<file path="config.mk">
export PLATFORM = sky130hd
export DESIGN_NAME = dircc_node
export DESIGN_NICKNAME = d
export VERILOG_FILES = /design/src/hw/dircc_pkg.sv /design/src/hw/dircc_status_register.sv /design/src/hw/dircc_edge_memory.sv /design/src/hw/dircc_host_port.sv /design/src/hw/dircc_update_engine.sv /design/src/hw/dircc_node.sv
export SDC_FILE = /design/constraint.sdc
export NUM_CORES = 2
export LEC_CHECK = 0
export BUFFER_PORTS_ARGS = -buffer_cell sky130_fd_sc_hd__buf_2
export CAP_MARGIN = 20
export CELL_PAD_IN_SITES_DETAIL_PLACEMENT = 2
export CELL_PAD_IN_SITES_GLOBAL_PLACEMENT = 2
export CORE_MARGIN = 3
export CORE_UTILIZATION = 46
export CTS_BUF_LIST = sky130_fd_sc_hd__clkbuf_16
export DETAILED_ROUTE_END_ITERATION = 10
export PLACE_DENSITY = 0.93
export SETUP_SLACK_MARGIN = 0.2
export SLEW_MARGIN = 10
export SYNTH_ARGS = -nofsm -noshare
export SYNTH_HDL_FRONTEND = slang
export SYNTH_SLANG_ARGS = --single-unit
</file>
<file path="constraint.sdc">
create_clock -name clk -period 10.6 [get_ports clk]
set_input_delay 2.12 -clock clk [delete_from_list [all_inputs] [get_ports clk]]
set_output_delay 2.12 -clock clk [all_outputs]
set_load 0.01 [all_outputs]
</file>
<file path="src/hw/dircc_pkg.sv">
package dircc_pkg;

    localparam int MEM_WIDTH           = 16;
    localparam int ADDRESS_WIDTH       = 15;
    localparam int BYTE_WIDTH          = 8;
    localparam int REGION_BYTES        = 12;              // populated bytes per region
    localparam int DEV_MEM_BYTES       = REGION_BYTES;
    localparam int EDGE_MEM_BYTES      = REGION_BYTES;
    localparam int EDGE_COUNT          = 6;
    localparam int EDGE_INDEX_WIDTH    = 3;
    localparam int LOCAL_ADDRESS_WIDTH = 4;               // 16-byte regions
    localparam int USER_STATE_WIDTH    = 64;

    localparam logic [ADDRESS_WIDTH-1:0] STATUS_BASE = 15'd0;
    localparam logic [ADDRESS_WIDTH-1:0] EDGE_BASE   = 15'd16;

    localparam logic [MEM_WIDTH-1:0] DIRCC_RUNNING = 16'd1;

    typedef logic [REGION_BYTES*BYTE_WIDTH-1:0] region_t;

    // byte 0 is the lsb, so this matches the status register byte order
    typedef struct packed {
        logic [USER_STATE_WIDTH-1:0] user_state;          // bytes 4..11
        logic [MEM_WIDTH-1:0]        extra_state;         // bytes 2..3
        logic [MEM_WIDTH-1:0]        dircc_state;         // bytes 0..1
    } dircc_state_t;

    typedef struct packed {
        logic [EDGE_INDEX_WIDTH-1:0] edge_index;
        logic [MEM_WIDTH-1:0]        value;
    } dircc_msg_t;

    typedef struct packed {
        logic [LOCAL_ADDRESS_WIDTH-1:0] address;          // byte index in region
        logic [MEM_WIDTH-1:0]           data;
        logic                           write;
    } host_write_t;

    // low byte at address, high byte at address+1, bytes past the region dropped
    function automatic region_t region_write(region_t mem, host_write_t wr);
        region_t                      result;
        logic [LOCAL_ADDRESS_WIDTH:0] high_index;
        result     = mem;
        high_index = {1'b0, wr.address} + 1'b1;
        if (wr.write) begin
            if (wr.address < REGION_BYTES)
                result[wr.address*BYTE_WIDTH +: BYTE_WIDTH] = wr.data[BYTE_WIDTH-1:0];
            if (high_index < REGION_BYTES)
                result[high_index*BYTE_WIDTH +: BYTE_WIDTH] = wr.data[MEM_WIDTH-1:BYTE_WIDTH];
        end
        return result;
    endfunction

    function automatic logic [MEM_WIDTH-1:0] region_read(
        region_t                        mem,
        logic [LOCAL_ADDRESS_WIDTH-1:0] address
    );
        logic [MEM_WIDTH-1:0]         word;
        logic [LOCAL_ADDRESS_WIDTH:0] high_index;
        word       = '0;
        high_index = {1'b0, address} + 1'b1;
        if (address < REGION_BYTES)
            word[BYTE_WIDTH-1:0] = mem[address*BYTE_WIDTH +: BYTE_WIDTH];
        if (high_index < REGION_BYTES)
            word[MEM_WIDTH-1:BYTE_WIDTH] = mem[high_index*BYTE_WIDTH +: BYTE_WIDTH];
        return word;
    endfunction

endpackage : dircc_pkg

</file>
<file path="src/hw/dircc_status_register.sv">
`timescale 1ns/100ps

module dircc_status_register
    import dircc_pkg::*;
(
    input  logic                 clk,
    input  logic                 reset_n,

    input  host_write_t          status_write,
    output logic [MEM_WIDTH-1:0] status_readdata,

    output dircc_state_t         state,
    input  dircc_state_t         write_state,
    input  logic                 write_state_valid
);

    logic [DEV_MEM_BYTES*BYTE_WIDTH-1:0] dev_mem;         // byte i at bits 8i+7..8i

    // struct packing lines up with the byte layout directly
    assign state = dircc_state_t'(dev_mem);

    always_ff @(posedge clk or negedge reset_n) begin
        if (!reset_n) begin
            dev_mem         <= '0;
            status_readdata <= '0;
        end else begin
            if (write_state_valid) begin
                dev_mem <= write_state;                   // engine wins over host
            end else begin
                dev_mem <= region_write(dev_mem, status_write);
            end
            status_readdata <= region_read(dev_mem, status_write.address);
        end
    end

endmodule : dircc_status_register

</file>
<file path="src/hw/dircc_edge_memory.sv">
`timescale 1ns/100ps

module dircc_edge_memory
    import dircc_pkg::*;
(
    input  logic                        clk,
    input  logic                        reset_n,

    input  host_write_t                 edge_write,
    output logic [MEM_WIDTH-1:0]        edge_readdata,

    input  logic [EDGE_INDEX_WIDTH-1:0] edge_index,
    output logic [MEM_WIDTH-1:0]        edge_weight
);

    logic [EDGE_MEM_BYTES*BYTE_WIDTH-1:0] weights;        // weight k in bytes 2k, 2k+1

    always_ff @(posedge clk or negedge reset_n) begin
        if (!reset_n) begin
            weights       <= '0;
            edge_readdata <= '0;
        end else begin
            weights       <= region_write(weights, edge_write);
            edge_readdata <= region_read(weights, edge_write.address);
        end
    end

    // engine lookup with no edge behind indexes 6 and 7
    always_comb begin
        if (edge_index < EDGE_COUNT) begin
            edge_weight = weights[edge_index*MEM_WIDTH +: MEM_WIDTH];
        end else begin
            edge_weight = '0;
        end
    end

endmodule : dircc_edge_memory

</file>
<file path="src/hw/dircc_host_port.sv">
`timescale 1ns/100ps

module dircc_host_port
    import dircc_pkg::*;
(
    input  logic                     clk,
    input  logic                     reset_n,

    input  logic [ADDRESS_WIDTH-1:0] mem_address,
    input  logic                     mem_write,
    input  logic [MEM_WIDTH-1:0]     mem_writedata,
    output logic [MEM_WIDTH-1:0]     mem_readdata,

    output host_write_t              status_write,
    output host_write_t              edge_write,
    input  logic [MEM_WIDTH-1:0]     status_readdata,
    input  logic [MEM_WIDTH-1:0]     edge_readdata
);

    typedef enum logic [1:0] {
        REGION_NONE,
        REGION_STATUS,
        REGION_EDGE
    } region_sel_t;

    logic [ADDRESS_WIDTH-LOCAL_ADDRESS_WIDTH-1:0] region_page;
    logic [LOCAL_ADDRESS_WIDTH-1:0]               local_address;
    region_sel_t                                  region;
    region_sel_t                                  region_q;   // region of last cycle's read

    assign region_page   = mem_address[ADDRESS_WIDTH-1:LOCAL_ADDRESS_WIDTH];
    assign local_address = mem_address[LOCAL_ADDRESS_WIDTH-1:0];

    always_comb begin
        if (region_page == STATUS_BASE[ADDRESS_WIDTH-1:LOCAL_ADDRESS_WIDTH]) begin
            region = REGION_STATUS;
        end else if (region_page == EDGE_BASE[ADDRESS_WIDTH-1:LOCAL_ADDRESS_WIDTH]) begin
            region = REGION_EDGE;
        end else begin
            region = REGION_NONE;
        end
    end

    // both regions see the address, only one gets the strobe
    assign status_write = '{address: local_address, data: mem_writedata,
                            write: mem_write && (region == REGION_STATUS)};
    assign edge_write   = '{address: local_address, data: mem_writedata,
                            write: mem_write && (region == REGION_EDGE)};

    always_ff @(posedge clk or negedge reset_n) begin
        if (!reset_n) begin
            region_q <= REGION_NONE;
        end else begin
            region_q <= region;
        end
    end

    always_comb begin
        case (region_q)
            REGION_STATUS: mem_readdata = status_readdata;
            REGION_EDGE:   mem_readdata = edge_readdata;
            default:       mem_readdata = '0;       // unmapped reads as zero
        endcase
    end

endmodule : dircc_host_port

</file>
<file path="src/hw/dircc_update_engine.sv">
`timescale 1ns/100ps

module dircc_update_engine
    import dircc_pkg::*;
(
    input  logic                        clk,
    input  logic                        reset_n,

    input  logic                        msg_valid,
    input  dircc_msg_t                  msg,
    input  dircc_state_t                state,

    output logic [EDGE_INDEX_WIDTH-1:0] edge_index,
    input  logic [MEM_WIDTH-1:0]        edge_weight,

    output dircc_state_t                write_state,
    output logic                        write_state_valid
);

    dircc_state_t           fwd_state;
    dircc_state_t           next_state;
    logic                   accept;
    logic                   s1_valid;
    logic [MEM_WIDTH-1:0]   s1_value;
    logic [MEM_WIDTH-1:0]   s1_weight;
    logic [2*MEM_WIDTH-1:0] product;

    // status register only catches up one edge after write_state_valid,
    // so the pending result stands in for it during that cycle
    assign fwd_state = write_state_valid ? write_state : state;

    assign edge_index = msg.edge_index;               // weight comes back same cycle
    assign accept     = msg_valid && (fwd_state.dircc_state == DIRCC_RUNNING);

    assign product = s1_value * s1_weight;

    always_comb begin
        next_state             = fwd_state;           // dircc_state passes through
        next_state.user_state  = fwd_state.user_state
                               + {{(USER_STATE_WIDTH-2*MEM_WIDTH){1'b0}}, product};
        next_state.extra_state = fwd_state.extra_state + 16'd1;   // message count
    end

    always_ff @(posedge clk or negedge reset_n) begin
        if (!reset_n) begin
            s1_valid          <= 1'b0;
            write_state_valid <= 1'b0;
        end else begin
            s1_valid          <= accept;
            write_state_valid <= s1_valid;
        end
    end

    always_ff @(posedge clk) begin
        if (accept) begin
            s1_value  <= msg.value;
            s1_weight <= edge_weight;
        end
        if (s1_valid) begin
            write_state <= next_state;
        end
    end

endmodule : dircc_update_engine

</file>
<file path="src/hw/dircc_node.sv">
`timescale 1ns/100ps

module dircc_node
    import dircc_pkg::*;
(
    input  logic                     clk,
    input  logic                     reset_n,

    input  logic [ADDRESS_WIDTH-1:0] mem_address,
    input  logic                     mem_write,
    input  logic [MEM_WIDTH-1:0]     mem_writedata,
    output logic [MEM_WIDTH-1:0]     mem_readdata,

    input  logic                     msg_valid,
    input  dircc_msg_t               msg
);

    host_write_t                 status_write;
    host_write_t                 edge_write;
    logic [MEM_WIDTH-1:0]        status_readdata;
    logic [MEM_WIDTH-1:0]        edge_readdata;
    dircc_state_t                state;
    dircc_state_t                write_state;
    logic                        write_state_valid;
    logic [EDGE_INDEX_WIDTH-1:0] edge_index;
    logic [MEM_WIDTH-1:0]        edge_weight;

    dircc_host_port u_host_port (
        .clk             (clk),
        .reset_n         (reset_n),
        .mem_address     (mem_address),
        .mem_write       (mem_write),
        .mem_writedata   (mem_writedata),
        .mem_readdata    (mem_readdata),
        .status_write    (status_write),
        .edge_write      (edge_write),
        .status_readdata (status_readdata),
        .edge_readdata   (edge_readdata)
    );

    dircc_status_register u_status_register (
        .clk               (clk),
        .reset_n           (reset_n),
        .status_write      (status_write),
        .status_readdata   (status_readdata),
        .state             (state),
        .write_state       (write_state),
        .write_state_valid (write_state_valid)
    );

    dircc_edge_memory u_edge_memory (
        .clk           (clk),
        .reset_n       (reset_n),
        .edge_write    (edge_write),
        .edge_readdata (edge_readdata),
        .edge_index    (edge_index),
        .edge_weight   (edge_weight)
    );

    dircc_update_engine u_update_engine (
        .clk               (clk),
        .reset_n           (reset_n),
        .msg_valid         (msg_valid),
        .msg               (msg),
        .state             (state),
        .edge_index        (edge_index),
        .edge_weight       (edge_weight),
        .write_state       (write_state),
        .write_state_valid (write_state_valid)
    );

endmodule : dircc_node

</file>
Word level (Yosys, flattened, before mapping) --
Index checks and enable logic that the tools add are counted.
Word-level totals: register bits 356, input port bits 54, output and inout bits 16, logic and storage cells 62
Cells by class: $add $sub $neg 5, multiply operators 1, magnitude comparators 3, equality and inequality tests 6, shift-type cells 9, multiplexer cells 21, reductions and logical operators 5
Operator list (count):
- $mux W96 | 10
- $bwmux W96 | 4
- $shift A8 B34 Y96 const A | 2
- $shiftx A8 B34 Y96 | 2
- $shiftx A96 B8 Y8 | 2
- $shiftx A96 B9 Y8 | 2
- $shiftx A96 B8 Y16 | 1
- $add A64 B32 Y64 | 1
- $neg A7 Y34 | 1
- $neg A8 Y34 | 1
- $mul A16 B16 Y32 | 1
- $mux W8 | 4
- $pmux W16 S2 | 1
- $add A16 B1 Y16 const B | 1
- $eq A16 B1 Y1 const B | 1
- $eq A11 B1 Y1 const B | 1
- $logic_not A11 Y1 | 1
- $add A4 B1 Y5 const B | 1
- $lt A5 B4 Y1 const B | 1
- $eq A2 B1 Y1 const B | 2
- $eq A2 B2 Y1 const B | 2
- $lt A4 B4 Y1 const B | 1
- $mux W2 | 2
- $logic_and A1 B1 Y1 | 3
- 2 further kinds | 2

Logic depth before layout (Yosys ltp) --
depth in word-level cells 11, gate-level depth with buffers 26, gate-level depth less buffers 22

Cells and area by module --
A second synthesis with hierarchy kept.
Second synthesis, totals: cells, all modules 3558, area total of the unflattened synthesis 33786.2 um^2
By module, submodules not included:
- dircc_update_engine | instances 1, cells each 1577, area an instance 15920.3 um^2, sequential area each 3893.7 um^2
- dircc_status_register | instances 1, cells each 1025, area an instance 9004.9 um^2, sequential area each 2802.7 um^2
- dircc_edge_memory | instances 1, cells each 863, area an instance 8195.4 um^2, sequential area each 2802.7 um^2
- dircc_host_port | instances 1, cells each 93, area an instance 665.6 um^2, sequential area each 50.0 um^2

Worst setup path before layout --
Ideal clock, no wire load.
kind flip-flop to flip-flop, start register u_update_engine.write_state_valid, end register, netlist name u_update_engine.write_state[77], library setup time 0.261 ns, data arrival time 6.155 ns, required time 10.339 ns, slack 4.184 ns, cell stages (with the launch flop) 25, buffers on the path 7, clock period less this slack 6.416 ns, path through dfrtp_1 buf_2 clkbuf_8 buf_2 buf_2 buf_4 buf_2 buf_2 mux2i_1 fa_1 inv_1 fa_1 inv_1 fa_1 inv_1 fa_1 ha_1 and2_4 a21boi_1 o21bai_1 a221o_1 a211o_4 a211oi_4 and4bb_1 xnor2_1
RTL lines:
- start: declaration | RTL line dircc_update_engine.sv:17 | output logic write_state_valid
- start signal: assignment | RTL line dircc_update_engine.sv:50 | write_state_valid <= s1_valid;

==> impl_metrics.tcl <==
set metrics [dict create \
    fin_crit_ns 7.81 \
    cts.sinks 356 \
    fin_nets 3450 \
    crit_path_end_kind "flop" \
    ys_async_sr_fraction_pct 64.0 \
    final_max_slew_viol_count 0 \
    synth_top_family_by_area "adder cells" \
    post_cts_resized 0 \
    p_leak_nw 13.7 \
    cpMostUsedCell "fa_1" \
    rsz0062_at_grt "false" \
    syn_area_per_cell_um2 9.68 \
    drtAntennaViolNets 0 \
    yosys.area.top_type_share_pct 18.9 \
    yosys_register_bits 356 \
    syn2layout_area_growth_pct 7.48 \
    clk_pin_slew_ns 0.07 \
    pin_count 70 \
    maxClockFrequency_mhz 128 \
    seq_area_frac_synth_pct 31.7 \
    finalSetupViolCount 0 \
    clk_latency_ns 0.60 \
    syn-instance-count 3112 \
    period_share_pct 73.7 \
    place_ws_ns 3.10 \
    netlist_top_cells_count "nand2_1, inv_1, dfrtp_1" \
    cap_violations 0 \
    outcome "finished clean" \
    numCtsBuffers 44 \
    criticalPathCategory "flop to flop" \
    rows 93 \
    htreeDepth 2 \
    drc 0 \
    final_util_pct 50.1 \
    yosys-top-cells-area "dfrtp_1, fa_1, edfxtp_1" \
    cpPeakStageDelay_ns 0.89 \
    yosysWarningCount 0 \
    maxSlewHeadroom_pct 23.0 \
    p_per_area_nw_per_um2 100 \
    synth-simple-area-share_pct 13.0 \
    crit_slowest_cell "edfxtp_1" \
    dieArea_um2 68600 \
    peakVddDrop_v 0.000111 \
    synth.cell_area_um2 30100 \
    crit_arrival_ns 8.13 \
    crit_path_start_kind "flop" \
    synth_xor_area_share_pct 2.24 \
    drtIter0Drc 3411 \
    drive_gt1_share_pct 8.14 \
    synthMuxAreaShare_pct 9.71 \
    clockBufferDepth 3 \
    cts_hold_buf 0 \
    hold_viol 0 \
    total_power_mw 3.24 \
    path_cells "nand2_1 -> fa_1 -> inv_1 -> fa_1 -> inv_1 -> fa_1 -> inv_1 -> fa_1 -> inv_1 -> fa_1 -> inv_1 -> fa_1 -> ha_1 -> and2_4 -> nand3_1 -> a2111oi_0 -> buf_4 -> or3b_2 -> nand3_1 -> a21oi_2 -> nand3_1 -> xor2_1" \
    synth_compound_gate_area_share_pct 15.9 \
    firstDrtPassIters 6 \
    yosysTopAreaCell "dfrtp_1" \
    crit_path_max_fanout 16 \
    synth.net_count 3513 \
    core_um2 64600 \
    postCtsSetupBuffers 0 \
    final.setup.tns_ns 0 \
    skew_ns 0.0296 \
    synth.most_common_cell "nand2_1" \
    root_buffer "clkbuf_16" \
    synth_cell_types 84 \
    worstMarginPinSlew_ns 1.15 \
    grt_pass1_vias 29576 \
    gp_congestion 0.994 \
    num_vias 26881 \
    die_w_um 262 \
    dp.final_hpwl_um 100000 \
    path_buf_inv 6 \
    synth_ff_type "dfrtp_1" \
    port_buffers 69 \
    grt_pass1_wl_um 202000 \
    synth_edf_count 128 \
    path_delay_family "adder cells" \
    antenna_found_initial 11 \
    synth-adder-area-share_pct 20.0 \
    worstPathRequired_ns 10.92 \
    fillers 6581 \
    drt-wirelength-per-cell_um 34.9 \
    vias_per_cell 6.81 \
    fin_ws_ns 2.79 \
    cts_tree "built" \
    start_util_pct 46.6 \
    routed_wirelength_um 138000 \
    grt_overflow_total 0 \
    min_path_type "flop to flop" \
    die_h_um 262 \
    hold_ws_ns 0.494 \
    grt_max_degree 95 \
    grt_usage_pct 40.0 \
]
[through the flow]
step | instance area [um^2] | instances
finish | 32400 | 3946
global route | 32400 | 3942
CTS | 32300 | 3939
detailed placement | 30900 | 3857
global placement | 30900 | 3856
floorplan | 30100 | 3112
[routing by layer]
layer | GRT usage [%] | up-vias | part of all wire [%]
li1 | - | 10662 | -
met1 | 49.3 | 13924 | 37
met2 | 63.8 | 1710 | 46
met3 | 9.62 | 577 | 9.5
met4 | 24.6 | 8 | 7.3
met5 | 0 | - | 0.033
[path summary, 6_finish.rpt]
check | start | to | slack [ns] | depth (start not counted)
setup reg to reg | u_update_engine.s1_value[7]$_DFFE_PP_ | u_update_engine.write_state[80]$_DFFE_PP_ | 2.79 | 22
setup / recovery | u_update_engine.s1_value[7]$_DFFE_PP_ | u_update_engine.write_state[80]$_DFFE_PP_ | 2.79 | 22
hold / removal | u_update_engine.write_state[12]$_DFFE_PP_ | u_status_register.state[12]$_DFFE_PN0P_ | 0.49 | 2
min in group asynchronous | reset_n | u_status_register.state[28]$_DFFE_PN0P_ | 1.53 | 1
hold reg to reg | u_update_engine.write_state[12]$_DFFE_PP_ | u_status_register.state[12]$_DFFE_PN0P_ | 0.49 | 2
max in group asynchronous | reset_n | u_update_engine.write_state_valid$_DFF_PN0_ | 7.40 | 2
[cells by family after synthesis]
kind of cell | after synthesis
compound gates | 707
flops | 356
fa+ha+maj | 347
buf+inv | 564
simple gates | 830
xor+xnor | 77
mux | 231
[registers in the layout, indices dropped and copies added (netlist names)]
| register | flops |
|---|---|
| u_host_port.region_q | 2 |
| u_update_engine.s1_valid | 1 |
| u_status_register.status_readdata | 16 |
| u_edge_memory.edge_readdata | 16 |
| u_edge_memory.weights | 96 |
| u_update_engine.write_state_valid | 1 |
| u_status_register.state | 96 |
| u_update_engine.write_state | 96 |
| u_update_engine.s1_weight | 16 |
| u_update_engine.s1_value | 16 |
[area by class of cell]
class | count | area (um^2) | area share (%)
Sequential cell | 356 | 9560 | 29.5
Clock inverter | 33 | 204 | 0.630
Tap cell | 855 | 1070 | 3.30
Multi-Input combinational cell | 2192 | 18400 | 56.7
Clock buffer | 49 | 1230 | 3.79
Antenna cell | 6 | 15.0 | 0.0464
Timing Repair Buffer | 93 | 582 | 1.80
Inverter | 362 | 1360 | 4.20
[worst register-to-register path, cell delays in order (launching register included)]
cell and delay [ns]:
edfxtp_1 0.89, nand2_1 0.22, fa_1 0.54, inv_1 0.05, fa_1 0.49, inv_1 0.11
fa_1 0.58, inv_1 0.08, fa_1 0.54, inv_1 0.05, fa_1 0.39, inv_1 0.11
fa_1 0.46, ha_1 0.46, and2_4 0.24, nand3_1 0.11, a2111oi_0 0.45, buf_4 0.22
or3b_2 0.20, nand3_1 0.36, a21oi_2 0.60, nand3_1 0.19, xor2_1 0.20
[power breakdown]
| group | internal (mW) | switching [mW] |
|---|---|---|
| combinational | 0.0650 | 0.190 |
| sequential | 1.43 | 0.00435 |
| clock | 0.859 | 0.698 |
[placed cells by master (no fill, tap or decap), types with 67 or more instances in the layout]
master	instances
ha_1	121
fa_1	226
inv_1	367
nor2_1	131
mux2i_1	174
and2_1	125
nand2_1	380
buf_2	67
a21oi_1	135
edfxtp_1	128
dfrtp_1	226
o21ai_0	152
Note: power is estimated with default switching activity, not from simulation.
